### config.mk
export PLATFORM = sky130hd
export DESIGN_NAME = i2c_bridge_top
export DESIGN_NICKNAME = d
export VERILOG_FILES = /design/src/design/bridge_pkg.sv /design/src/design/bridge_fsm.sv /design/src/design/ack_timer.sv /design/src/design/ack_sync.sv /design/src/design/request_path.sv /design/src/design/i2c_bridge_top.sv
export SDC_FILE = /design/constraint.sdc
export NUM_CORES = 1
export LEC_CHECK = 0
export ABC_AREA = 1
export CAP_MARGIN = 20
export CORE_MARGIN = 1
export CORE_UTILIZATION = 43
export DETAILED_ROUTE_END_ITERATION = 8
export DONT_BUFFER_PORTS = 1
export MAX_ROUTING_LAYER = met4
export PLACE_DENSITY_LB_ADDON = 0.1
export REMOVE_ABC_BUFFERS = 1
export SLEW_MARGIN = 20
export SYNTH_ARGS = -nofsm -noshare
export SYNTH_HDL_FRONTEND = slang
export SYNTH_SLANG_ARGS = --single-unit
### constraint.sdc
create_clock -name ACLK -period 3.75 [get_ports ACLK]
set_input_delay 0 -clock ACLK [delete_from_list [all_inputs] [get_ports ACLK]]
set_output_delay 0 -clock ACLK [all_outputs]
set_load 0.03 [all_outputs]
### src/design/bridge_pkg.sv
// Bridge package: shared widths, I2C window base, timeout default and the enums

package bridge_pkg;

	//////////////////////////////////////////////////////////////////////
	// Widths
	//////////////////////////////////////////////////////////////////////

	// AXI4-Lite address and data widths, defaults for the top parameters
	localparam int ADDR_W = 32;
	localparam int DATA_W = 32;

	// I2C register address is the lower half of the AXI address
	localparam int I2C_ADDR_W = 16;
	// One data byte per I2C transfer
	localparam int I2C_DATA_W = 8;

	//////////////////////////////////////////////////////////////////////
	// Address window and timeout
	//////////////////////////////////////////////////////////////////////

	// Upper address half must match this to reach the I2C side
	localparam logic [I2C_ADDR_W-1:0] I2C_BASE = 16'h1234;

	// Cycles to wait for the I2C acknowledge before giving up
	localparam int TIMEOUT_DEFAULT = 64;

	//////////////////////////////////////////////////////////////////////
	// Enums
	//////////////////////////////////////////////////////////////////////

	// AXI response codes, EXOKAY kept only for the encoding
	typedef enum logic [1:0] {
		OKAY   = 2'b00,
		EXOKAY = 2'b01,
		SLVERR = 2'b10,
		DECERR = 2'b11
	} axi_resp_t;

	// Operation sent along with the I2C request
	typedef enum logic {
		I2C_WRITE = 1'b0,
		I2C_READ  = 1'b1
	} i2c_op_t;

	// Transaction FSM states
	typedef enum logic [2:0] {
		IDLE, ACCEPT_WR, ACCEPT_RD, DECODE, WAIT_ACK, RESP_WR, RESP_RD
	} bridge_state_t;

endpackage

### src/design/bridge_fsm.sv
// Transaction FSM: AXI4-Lite handshakes, outcome choice and the B/R response registers

module bridge_fsm
	import bridge_pkg::*;
(
	input  logic      ACLK,
	input  logic      SYN_RESET,
	// AXI handshake inputs
	input  logic      awvalid,
	input  logic      wvalid,
	input  logic      arvalid,
	input  logic      bready,
	input  logic      rready,
	// AXI handshake outputs
	output logic      awready,
	output logic      wready,
	output logic      arready,
	output logic      bvalid,
	output logic      rvalid,
	output axi_resp_t bresp,
	output axi_resp_t rresp,
	// Request path control
	output logic      capture_write,
	output logic      capture_read,
	output logic      issue,
	output logic      load_rdata,
	input  logic      addr_hit,
	// Acknowledge and timeout
	input  logic      ack_pulse,
	input  logic      expired,
	output logic      timer_run
);

	bridge_state_t state;
	bridge_state_t state_next;
	// High while the transaction in flight is a write
	logic          is_write;
	// Outcome picked in the cycle that leaves DECODE or WAIT_ACK
	axi_resp_t     resp_sel;

	//////////////////////////////////////////////////////////////////////
	// Next state
	//////////////////////////////////////////////////////////////////////

	always_comb
	begin
		state_next = state;
		case (state)
			IDLE:
			begin
				// Write wins when both arrive together
				if (awvalid && wvalid)
					state_next = ACCEPT_WR;
				else if (arvalid)
					state_next = ACCEPT_RD;
			end
			ACCEPT_WR, ACCEPT_RD:
				state_next = DECODE;
			DECODE:
			begin
				if (addr_hit)
					state_next = WAIT_ACK;
				else
					state_next = is_write ? RESP_WR : RESP_RD;
			end
			WAIT_ACK:
			begin
				if (ack_pulse || expired)
					state_next = is_write ? RESP_WR : RESP_RD;
			end
			RESP_WR:
			begin
				if (bready)
					state_next = IDLE;
			end
			RESP_RD:
			begin
				if (rready)
					state_next = IDLE;
			end
			default:
				state_next = IDLE;
		endcase
	end

	// Miss gives DECERR, acknowledge beats a timeout in the same cycle
	always_comb
	begin
		resp_sel = OKAY;
		if (state == DECODE && !addr_hit)
			resp_sel = DECERR;
		else if (state == WAIT_ACK && !ack_pulse)
			resp_sel = SLVERR;
	end

	// Strobes to the request path
	assign capture_write = (state == ACCEPT_WR);
	assign capture_read  = (state == ACCEPT_RD);
	assign issue         = (state == DECODE) && addr_hit;
	assign load_rdata    = (state == WAIT_ACK) && ack_pulse && !is_write;

	//////////////////////////////////////////////////////////////////////
	// State and registered outputs
	//////////////////////////////////////////////////////////////////////

	always_ff @(posedge ACLK or negedge SYN_RESET)
	begin
		if (!SYN_RESET)
		begin
			state     <= IDLE;
			is_write  <= 1'b0;
			awready   <= 1'b0;
			wready    <= 1'b0;
			arready   <= 1'b0;
			bvalid    <= 1'b0;
			rvalid    <= 1'b0;
			bresp     <= OKAY;
			rresp     <= OKAY;
			timer_run <= 1'b0;
		end
		else
		begin
			state <= state_next;
			if (state_next == ACCEPT_WR)
				is_write <= 1'b1;
			else if (state_next == ACCEPT_RD)
				is_write <= 1'b0;
			// Ready pulses for the single accept cycle
			awready <= (state_next == ACCEPT_WR);
			wready  <= (state_next == ACCEPT_WR);
			arready <= (state_next == ACCEPT_RD);
			// Valid held until the master takes the response
			bvalid  <= (state_next == RESP_WR);
			rvalid  <= (state_next == RESP_RD);
			// Response loaded once on entry, then held stable
			if (state_next == RESP_WR && state != RESP_WR)
				bresp <= resp_sel;
			if (state_next == RESP_RD && state != RESP_RD)
				rresp <= resp_sel;
			// Timer runs from the second cycle of the wait
			timer_run <= (state == WAIT_ACK) && (state_next == WAIT_ACK);
		end
	end

endmodule

### src/design/ack_timer.sv
// Acknowledge timer: counts the wait for the I2C side and flags expiry

module ack_timer
	import bridge_pkg::*;
#(
	parameter int TIMEOUT_CYCLES = TIMEOUT_DEFAULT
)
(
	input  logic ACLK,
	input  logic SYN_RESET,
	input  logic timer_run,
	output logic expired
);

	// Wide enough to hold TIMEOUT_CYCLES-1
	localparam int CNT_W = (TIMEOUT_CYCLES > 1) ? $clog2(TIMEOUT_CYCLES) : 1;
	localparam logic [CNT_W-1:0] LAST = CNT_W'(TIMEOUT_CYCLES - 1);

	logic [CNT_W-1:0] count;

	// Cleared whenever the FSM is not waiting
	always_ff @(posedge ACLK or negedge SYN_RESET)
	begin
		if (!SYN_RESET)
			count <= '0;
		else if (!timer_run)
			count <= '0;
		else if (count != LAST)
			count <= count + 1'b1;
	end

	// Terminal count while still running
	assign expired = timer_run && (count == LAST);

endmodule

### src/design/ack_sync.sv
// Acknowledge synchronizer: brings the I2C ack toggle across and turns each change into a pulse

module ack_sync
(
	input  logic ACLK,
	input  logic SYN_RESET,
	input  logic i2c_ack,
	output logic ack_pulse
);

	// Two stages against metastability
	logic sync_1;
	logic sync_2;
	// Last settled level of the toggle
	logic ack_hist;

	always_ff @(posedge ACLK or negedge SYN_RESET)
	begin
		if (!SYN_RESET)
		begin
			sync_1    <= 1'b0;
			sync_2    <= 1'b0;
			ack_hist  <= 1'b0;
			ack_pulse <= 1'b0;
		end
		else
		begin
			sync_1   <= i2c_ack;
			sync_2   <= sync_1;
			ack_hist <= sync_2;
			// Either edge of the toggle is one acknowledge
			ack_pulse <= sync_2 ^ ack_hist;
		end
	end

endmodule

### src/design/request_path.sv
// Request path: address and data capture, window decode, I2C request toggle and read data

module request_path
	import bridge_pkg::*;
#(
	parameter int ADDR_W = bridge_pkg::ADDR_W,
	parameter int DATA_W = bridge_pkg::DATA_W
)
(
	input  logic                             ACLK,
	input  logic                             SYN_RESET,
	// AXI payload
	input  logic [ADDR_W-1:0]                awaddr,
	input  logic [DATA_W-1:0]                wdata,
	input  logic [ADDR_W-1:0]                araddr,
	// Read byte from the I2C side
	input  logic [I2C_DATA_W-1:0]            i2c_rdata,
	// FSM strobes
	input  logic                             capture_write,
	input  logic                             capture_read,
	input  logic                             issue,
	input  logic                             load_rdata,
	output logic                             addr_hit,
	// I2C request
	output logic                             i2c_req,
	output i2c_op_t                          i2c_op,
	output logic [I2C_ADDR_W+I2C_DATA_W-1:0] i2c_word,
	// AXI read data
	output logic [DATA_W-1:0]                rdata
);

	logic [ADDR_W-1:0]     addr_q;
	logic [I2C_DATA_W-1:0] wbyte_q;
	i2c_op_t               op_q;

	//////////////////////////////////////////////////////////////////////
	// Capture
	//////////////////////////////////////////////////////////////////////

	// Address and data byte of the accepted transaction
	always_ff @(posedge ACLK)
	begin
		if (capture_write)
		begin
			addr_q  <= awaddr;
			wbyte_q <= wdata[I2C_DATA_W-1:0];
		end
		else if (capture_read)
		begin
			addr_q  <= araddr;
			// Reads carry a zero data byte
			wbyte_q <= '0;
		end
	end

	// Operation of the transaction in flight
	always_ff @(posedge ACLK or negedge SYN_RESET)
	begin
		if (!SYN_RESET)
			op_q <= I2C_WRITE;
		else if (capture_write)
			op_q <= I2C_WRITE;
		else if (capture_read)
			op_q <= I2C_READ;
	end

	// Window check on the upper address half
	assign addr_hit = (addr_q[ADDR_W-1 -: I2C_ADDR_W] == I2C_BASE);

	//////////////////////////////////////////////////////////////////////
	// I2C request
	//////////////////////////////////////////////////////////////////////

	// Word and op change with the toggle, then stay put until the next issue
	always_ff @(posedge ACLK or negedge SYN_RESET)
	begin
		if (!SYN_RESET)
		begin
			i2c_req  <= 1'b0;
			i2c_op   <= I2C_WRITE;
			i2c_word <= '0;
		end
		else if (issue)
		begin
			i2c_req  <= ~i2c_req;
			i2c_op   <= op_q;
			// Register address first, data byte last
			i2c_word <= {addr_q[I2C_ADDR_W-1:0], wbyte_q};
		end
	end

	//////////////////////////////////////////////////////////////////////
	// Read data
	//////////////////////////////////////////////////////////////////////

	// Zero unless an acknowledged read loads the byte
	always_ff @(posedge ACLK or negedge SYN_RESET)
	begin
		if (!SYN_RESET)
			rdata <= '0;
		else if (capture_write || capture_read)
			rdata <= '0;
		else if (load_rdata)
			rdata <= DATA_W'(i2c_rdata);
	end

endmodule

### src/design/i2c_bridge_top.sv
// AXI4-Lite to I2C bridge top: FSM, ack timer, ack synchronizer and request path

module i2c_bridge_top
	import bridge_pkg::*;
#(
	parameter int ADDR_W         = bridge_pkg::ADDR_W,
	parameter int DATA_W         = bridge_pkg::DATA_W,
	parameter int TIMEOUT_CYCLES = TIMEOUT_DEFAULT
)
(
	input  logic                             ACLK,
	input  logic                             SYN_RESET,
	// Write address and data
	input  logic                             awvalid,
	output logic                             awready,
	input  logic [ADDR_W-1:0]                awaddr,
	input  logic                             wvalid,
	output logic                             wready,
	input  logic [DATA_W-1:0]                wdata,
	// Write response
	output logic                             bvalid,
	input  logic                             bready,
	output axi_resp_t                        bresp,
	// Read address
	input  logic                             arvalid,
	output logic                             arready,
	input  logic [ADDR_W-1:0]                araddr,
	// Read data
	output logic                             rvalid,
	input  logic                             rready,
	output logic [DATA_W-1:0]                rdata,
	output axi_resp_t                        rresp,
	// I2C master side
	output logic                             i2c_req,
	output i2c_op_t                          i2c_op,
	output logic [I2C_ADDR_W+I2C_DATA_W-1:0] i2c_word,
	input  logic                             i2c_ack,
	input  logic [I2C_DATA_W-1:0]            i2c_rdata
);

	// FSM to request path
	logic capture_write;
	logic capture_read;
	logic issue;
	logic load_rdata;
	logic addr_hit;
	// Wait for the acknowledge
	logic timer_run;
	logic expired;
	logic ack_pulse;

	bridge_fsm u_fsm (
		.ACLK          (ACLK),
		.SYN_RESET     (SYN_RESET),
		.awvalid       (awvalid),
		.wvalid        (wvalid),
		.arvalid       (arvalid),
		.bready        (bready),
		.rready        (rready),
		.awready       (awready),
		.wready        (wready),
		.arready       (arready),
		.bvalid        (bvalid),
		.rvalid        (rvalid),
		.bresp         (bresp),
		.rresp         (rresp),
		.capture_write (capture_write),
		.capture_read  (capture_read),
		.issue         (issue),
		.load_rdata    (load_rdata),
		.addr_hit      (addr_hit),
		.ack_pulse     (ack_pulse),
		.expired       (expired),
		.timer_run     (timer_run)
	);

	ack_timer #(.TIMEOUT_CYCLES(TIMEOUT_CYCLES)) u_timer (
		.ACLK      (ACLK),
		.SYN_RESET (SYN_RESET),
		.timer_run (timer_run),
		.expired   (expired)
	);

	// Acknowledge toggle from the I2C clock domain
	ack_sync u_sync (
		.ACLK      (ACLK),
		.SYN_RESET (SYN_RESET),
		.i2c_ack   (i2c_ack),
		.ack_pulse (ack_pulse)
	);

	request_path #(.ADDR_W(ADDR_W), .DATA_W(DATA_W)) u_req (
		.ACLK          (ACLK),
		.SYN_RESET     (SYN_RESET),
		.awaddr        (awaddr),
		.wdata         (wdata),
		.araddr        (araddr),
		.i2c_rdata     (i2c_rdata),
		.capture_write (capture_write),
		.capture_read  (capture_read),
		.issue         (issue),
		.load_rdata    (load_rdata),
		.addr_hit      (addr_hit),
		.i2c_req       (i2c_req),
		.i2c_op        (i2c_op),
		.i2c_word      (i2c_word),
		.rdata         (rdata)
	);

endmodule

==> impl_results.md, run 1 <==
* Crit end category: flip-flop
* DIE WIDTH at approximately 100 um
* Reg2Reg Depth at 7
* Psw at 1.226 mW
* Post-Syn Instances at approximately 460
* Hold/Removal Path Class: input port to flip-flop
* Register bit total from synthesis at just under 100
* R2R Path End: u_req.addr_q[21]
* Sequential-to-total area share from yosys stat at between 60% and 70%
* Clk buf depth at 2
* Hold wc startpoint: awvalid
* GR Util met1 at a little over a fifth
* Unrepaired setup endpoints after global routing: no
* Flop pwr share at between 50% and 60%
* Vias at ~3200
* GR Overflow Total at 0
* Hpwl dp at about 5300 um
* 1st-iter DRT viols at 97
* Global routing's busiest layer: met2
* Crit start category: flip-flop
* Power share of the clock group at between 10% and 20%
* Clk_skew at ~0.014 ns
* GPL Wtd Cong at 0.8331
* Post-route antenna net violation count at 0
* CTS tree: built
* Pin count of the biggest net entering global routing at between 50 and 60
* Final setup violation count at 0
* Critical Path Most Common Cell: nand2_1
* PortBufs at 0
* Slew Limit Fails at 0
* Root Driver: clkbuf_8
* MaxCap Viol Count at 0
* Final net count at 661
* H-tree depth at 3
* Worst path slowest cell: inv_1
* Power Density at between 600 and 700 nW/um2
* Final period utilization at between 70 and 80%
* Clk Latency, worst-skew pair at ~0.36 ns
* Crit path from: u_fsm.state[1]
* TNS Setup at 0 ns
* CP Cell Sequence: inv_2 > nand3_2 > buf_4 > inv_1 > nand2_1 > nand2_1 > dlygate4sd3_1
* FFs w/ async S/R, synth at roughly three fifths
* Req. time, crit path at 3.96 ns
* I/O Pins at 179
* Vias in the first global route at ~3100
* Area grow syn2layout at 25.04%
* TritonCTS Buffers at 9
* Rows at 36
* Hold_buf cts at 89
* Avg Cell Area, Syn at 9.300 um2
* Switching Fraction at 35.60%
* Main synth FF type: dfrtp_1
* First-pass GRT wire length at about 15000 um
* LEAKAGE at approximately 2.7 nW
* Met2 Use GR at roughly a third
* Maximum vdd drop at 0.2937 mV
* Antenna diodes at 0
* Slew @ Worst Pin at around 0.95 ns
* Worst path max stage delay at around 0.72 ns
* Mapped Area at about 4300 um2
* Hold depth at 3
* Worst Path Arrival at 3.20 ns
* M3 GR Usage at under 10%
* Die area at between 10000 and 15000 um2
* Register-to-Register Setup Slack at around 0.76 ns
* Height of the die at roughly 100 um
* CP Class: flip-flop to flip-flop
* Reg2reg start: u_fsm.state[1]
* DRT Pass-1 Iters at 5
* Hold_ws at 0.01167 ns
* Yosys warns at 0
* Int Power at around 2.2 mW
* Hold Path Sink: u_fsm.is_write
* Routed wire length at just over 9000 um
* Highest clock rate at roughly 0.33 GHz
* Final Hold Fails at 0
* Count of cell types in the netlist at 29
* Post-cts sizing count at 0
* Clock transition at path regs at around 0.080 ns
* Vias per cell at 4.733
* Crit Path Max Fanout at 32
* Clock period minus final worst setup slack at 2.987 ns
* Status: complete, no violations
* Post-DR wirelength/cell at ~13 um
* Worst slew margin at between 30 and 40%
* Core area at 9729 um2
* Postcts setup bufs at 0
* Initial Util at about 44%
* Comb pwr share at 30.6%
* Sink Count at 98
* Post-synth EDFFs at 40
* Initial antenna violation count at 0
* Total GRT Usage at 19.18%
* Remaining DRCs at 0
* Share of layout cells above drive strength 1 at 4.891%
## area by class of cell
class,instances,area (um2)
clock buffer,15,156.4
fill,897,4357
inverter,31,116.4
multi-input combinational,317,1358
sequential,98,2653
tap,133,166.4
timing repair buffer,91,923.4
## worst max path at each step
stage / to / slack [ns] / cells past startpoint
floorplan: u_fsm.timer_run / 1.49 / 8
global placement: u_req.addr_q[2] / 1.42 / 6
detailed placement: u_req.addr_q[8] / 1.33 / 6
CTS: u_req.addr_q[8] / 0.77 / 7
global route: u_req.addr_q[16] / 0.49 / 7
finish: u_req.addr_q[21] / 0.76 / 7
## through the flow
| stage | cell area [um2] | instances | util [%] | setup WS [ns] | power, mW |
|---|---|---|---|---|---|
| after floorplan | 4126 | 446 | - | 1.489 | 2.378 |
| after global placement | 4308 | 581 | 44.28 | 1.416 | 2.593 |
| after detailed placement | 4308 | 581 | 44.28 | 1.329 | 2.623 |
| after CTS | 5373 | 685 | 55.22 | 0.7750 | 3.473 |
| after global routing | 5373 | 685 | 55.22 | 0.4890 | 3.679 |
| final | 5373 | 685 | 55.22 | 0.7628 | 3.444 |
## cell usage after synthesis, types with 2 or more instances
| master | count | area, um2 |
|---|---|---|
| nand2_1 | 192 | 720.7 |
| dfrtp_1 | 58 | 1451 |
| edfxtp_1 | 40 | 1201 |
| o21ai_0 | 28 | 140.1 |
| nor2_1 | 27 | 101.4 |
| buf_4 | 25 | 187.7 |
| inv_1 | 25 | 93.84 |
| nand3_1 | 21 | 105.1 |
| clkbuf_1 | 7 | 26.28 |
| inv_2 | 5 | 18.77 |
| buf_1 | 4 | 15.01 |
| nand2_2 | 3 | 18.77 |
| nand3_2 | 3 | 30.03 |
| nand4_1 | 3 | 18.77 |
| o21ai_1 | 3 | 15.01 |
| xor2_1 | 3 | 26.28 |
| a21oi_1 | 2 | 10.01 |
| buf_6 | 2 | 22.52 |
## critical path, delay by kind of cell (launching register included)
| family | cells | cell delay (ns) |
|---|---|---|
| AND/OR/NAND/NOR | 3 | 0.59 |
| buffers and inverters | 4 | 1.79 |
| flip-flops | 1 | 0.44 |
## flip-flops by register name (all words and copies together) (netlist names), 2 cells and up
name / cells
u_req.rdata: 8
u_req.addr_q: 32
u_fsm.state: 3
u_fsm.bresp: 2
u_fsm.rresp: 2
u_req.wbyte_q: 8
u_timer.count: 6
u_req.i2c_word: 24
## cells in the final DEF (no fill, tap or decap), types with 2 or more instances in the layout
cell           count
clkbuf_1           5
nand2_1          192
buf_4              2
dlygate4sd3_1     88
inv_2              5
inv_1             25
nand3_2            3
a21oi_1            2
edfxtp_1          40
clkbuf_8          10
conb_1            24
xor2_1             3
nand3_1           21
nand2_2            3
dfrtp_1           58
nand4_1            3
o21ai_0           28
nor2_1            27
o21ai_1            3
## power by group through the flow
stage	Sequential, mW	Clock (mW)	Combinational [mW]
global route	1.84	0.655	1.18
finish	1.80	0.590	1.05
detailed placement	1.82	0	0.799
floorplan	1.79	0	0.585
CTS	1.80	0.618	1.05
global placement	1.81	0	0.780
## per-layer routing
| metal | vias up | part of all wire, % |
|---|---|---|
| met5 | - | 0 |
| met4 | 0 | 1.6 |
| met3 | 12 | 4.9 |
| met2 | 113 | 52 |
| met1 | 1531 | 41 |
| li1 | 1586 | - |
## cell families (layout without fill, tap and decap cells)
group | after synthesis | after routing | synth area share, %
flops | 98 | 98 | 61.74
buf+inv | 70 | 137 | 8.678
compound gates | 36 | 36 | 4.339
simple gates | 253 | 253 | 24.26
fa+ha+maj | 1 | 1 | 0.2912
other cells | 1 | 24 | 0.08728
xor+xnor | 3 | 3 | 0.6116
Note: power is estimated with default switching activity, not from simulation.
==> run 2, diff against run 1 <==
Settings changed: ABC_AREA 1 to 0.
Clock period 3.75 ns to 2.4 ns, I/O delays scaled along.
==> impl_results.md, run 2 <==
* Status: complete, no violations (unchanged)
* Remaining DRCs at 0 (unchanged)
* Yosys warns at 0 (unchanged)
* I/O Pins at 179 (unchanged)
* Root Driver: clkbuf_8 (unchanged)
* Height of the die at 102.6 um (was 102.0 um)
* Most common cell after layout, fill and taps aside: dlygate4sd3_1 (was nand2_1)
* H-tree depth at 3 (unchanged)
* GR Overflow Total at 0 (unchanged)
* Postcts setup bufs at 0 (unchanged)
* Routed wire length at 8044 um (was 9144 um)
* Most frequent cells in the layout: dlygate4sd3_1, dfrtp_1, edfxtp_1 (was nand2_1, dlygate4sd3_1, dfrtp_1)
* Post-DR wirelength/cell at 15.15 um (was 13.35 um)
* Crit Path Max Fanout at 40 (was 32)
* Top Registers: u_req.addr_q: 32 flops, u_req.i2c_word: 24 flops (unchanged)
* Sequential-to-total area share from yosys stat at 60.95% (was 61.74%)
* Post-layout util at 56.87% (was 55.22%)
* Area grow syn2layout at 27.75% (was 25.04%)
* Reg2Reg Depth at 4 (was 7)
* Highest clock rate at 0.4428 GHz (was 0.3348 GHz)
* Hold/Removal Path Class: input port to flip-flop (unchanged)
* Top cells by area, synth: dfrtp_1, edfxtp_1, mux2_2, mux2_4, buf_4 (was dfrtp_1, edfxtp_1, nand2_1, buf_4, o21ai_0)
* Total GRT Usage at 16.43% (was 19.18%)
* Vias in the first global route at 2579 (was 3090)
* Avg Cell Area, Syn at 14.55 um2 (was 9.300 um2)
* Maximum vdd drop at 0.5123 mV (was 0.2937 mV)
* PortBufs at 0 (unchanged)
* Cell taking the most area after synthesis: dfrtp_1 (unchanged)
* Req. time, crit path at 2.50 ns (was 3.96 ns)
* Cell with the most instances after synthesis: dfrtp_1 (was nand2_1)
* Core area at 9774 um2 (was 9729 um2)
* Int Power at 3.845 mW (was 2.218 mW)
* Unrepaired setup endpoints after global routing: no (unchanged)
* Clk_skew at 0.01183 ns (was 0.01385 ns)
* Switching Fraction at 31.76% (was 35.60%)
* Power share of the clock group at 20.5% (was 17.1%)
* Placement Setup Slack at 0.3692 ns (was 1.329 ns)
* MaxCap Viol Count at 0 (unchanged)
* 1st-iter DRT viols at 60 (was 97)
* GPL Wtd Cong at 0.7874 (was 0.8331)
* Vias per cell at 4.904 (was 4.733)
* Pin count of the biggest net entering global routing at 59 (unchanged)
* Slew @ Worst Pin at 0.6508 ns (was 0.9491 ns)
* Final period utilization at 94.10% (was 79.66%)
* Slew Limit Fails at 0 (unchanged)
* CP Class: flip-flop to flip-flop (unchanged)
* Antenna diodes at 0 (unchanged)
* Initial Util at 44.52% (was 44.16%)
* Post-route antenna net violation count at 0 (unchanged)
* DRT Pass-1 Iters at 4 (was 5)
* Top post-synthesis cells by count: dfrtp_1, edfxtp_1, mux2_2, buf_4, mux2_4 (was nand2_1, dfrtp_1, edfxtp_1, o21ai_0, nor2_1)
* Worst slew margin at 56.32% (was 36.66%)
* Rows at 36 (unchanged)
* Largest reg by FF count: u_req.addr_q (unchanged)
* Worst Path Arrival at 2.36 ns (was 3.20 ns)
* Die area at 10530 um2 (was 10400 um2)
* Share of layout cells above drive strength 1 at 21.86% (was 4.891%)
* Yosys top cell area share at 33.35% (was 33.78%)
* Register bit total from synthesis at 98 (unchanged)
* Vias at 2604 (was 3242)
* Hpwl dp at 4650 um (was 5277 um)
* Final worst slack at 0.1416 ns (was 0.7628 ns)
* Crit start category: flip-flop (unchanged)
* Final net count at 506 (was 661)
* Comb pwr share at 30.3% (was 30.6%)
* Power Density at 1014 nW/um2 (was 641.0 nW/um2)
* Main synth FF type: dfrtp_1 (unchanged)
* CTS tree: built (unchanged)
* DIE WIDTH at 102.6 um (was 102.0 um)
* Initial antenna violation count at 0 (unchanged)
* Clk Latency, worst-skew pair at 0.35 ns (was 0.36 ns)
* Psw at 1.790 mW (was 1.226 mW)
* LEAKAGE at 2.311 nW (was 2.668 nW)
* FFs w/ async S/R, synth at 59.18% (unchanged)
* Crit end category: flip-flop (unchanged)
* Sink Count at 98 (unchanged)
* TritonCTS Buffers at 9 (unchanged)
* Post-Syn Instances at 299 (was 462)
* Post-synth EDFFs at 40 (unchanged)
* Final setup violation count at 0 (unchanged)
* Final Hold Fails at 0 (unchanged)
* Flop pwr share at 49.2% (was 52.3%)
* Clock transition at path regs at 0.10 ns (was 0.08 ns)
* Clk buf depth at 2 (unchanged)
* Mapped Area at 4352 um2 (was 4297 um2)
* Count of cell types in the netlist at 47 (was 29)
* Max reg flops at 32 (unchanged)
* First-pass GRT wire length at 12560 um (was 14580 um)
* Clock period minus final worst setup slack at 2.258 ns (was 2.987 ns)
* Hold depth at 2 (was 3)
## run 2: layout make-up
type | instances | area, um2
fillers | 802 | 4215
well taps | 133 | 166.4
inverters | 6 | 22.52
multi-input cells | 182 | 1501
flip-flops and latches | 98 | 2653
clock buffers | 10 | 127.6
clock inverters | 6 | 90.09
repair buffers | 96 | 998.5
## run 2: metal layers
layer  track usage [%]  vias to the layer above  routed length (um)
met5                 -                        -                   0
met4             6.703                        0                 146
met3             3.864                       12                 494
met2             25.95                      101                3893
met1             20.32                     1271                3510
li1                  -                     1220                   -
## run 2: cell families (layout without fill, tap and decap cells)
logic type / Yosys count / in the layout / synth area share (%)
AND/OR/NAND/NOR: 56 / 56 / 8.482
buffers and inverters: 42 / 118 / 6.843
XOR/XNOR: 4 / 4 / 0.8052
flip-flops: 98 / 98 / 60.95
AO/OA/AOI/OAI: 39 / 39 / 5.923
adder cells (fa/ha/maj): 1 / 1 / 0.2875
other: 1 / 24 / 0.08617
multiplexers: 58 / 58 / 16.62
## run 2: worst max-delay path, stage by stage, from the launching register on
cell and delay [ns]:
dfrtp_1 0.53, nor3b_4 0.28, buf_12 0.25, mux2_2 0.37, dlygate4sd3_1 0.57
## run 2: stage by stage
step	instance area, um2	TNS (ns)	cells	hold slack (ns)	power [mW]
finish	5559	0	531	0.04530	5.635
global route	5559	0	531	0.02252	5.982
CTS	5559	0	531	0.02676	5.687
detailed placement	4433	0	426	-0.2941	4.185
global placement	4433	0	426	-0.2938	4.157
floorplan	4163	-29.95	286	-0.2956	3.712
## run 2: power by group through the flow
stage	Clock (mW)	Sequential (mW)	Combinational, mW
6_report	1.15	2.77	1.71
5_1_grt	1.28	2.83	1.87
4_1_cts	1.20	2.78	1.71
3_5_place_dp	0	2.81	1.37
3_3_place_gp	0	2.80	1.36
2_1_floorplan	0	2.82	0.888
## run 2: timing repair
action,4_1_cts,5_1_grt
endpoints found under the hold margin,115,0
endpoints found under the setup margin,0,0
hold buffers,89,0
gates resized for setup,0,0
## run 2: path summary, 6_finish.rpt
kind	startpoint	end	slack, ns
worst max-delay path	u_fsm.state[0]	u_req.addr_q[15]	0.14
worst min-delay path	awvalid	u_fsm.arready	0.05
worst max register to register	u_fsm.state[0]	u_req.addr_q[15]	0.14
worst min register to register	u_sync.sync_1	u_sync.sync_2	0.36
max in group asynchronous	SYN_RESET	u_req.i2c_word[16]	1.96
min in group asynchronous	SYN_RESET	u_fsm.bresp[1]	0.17
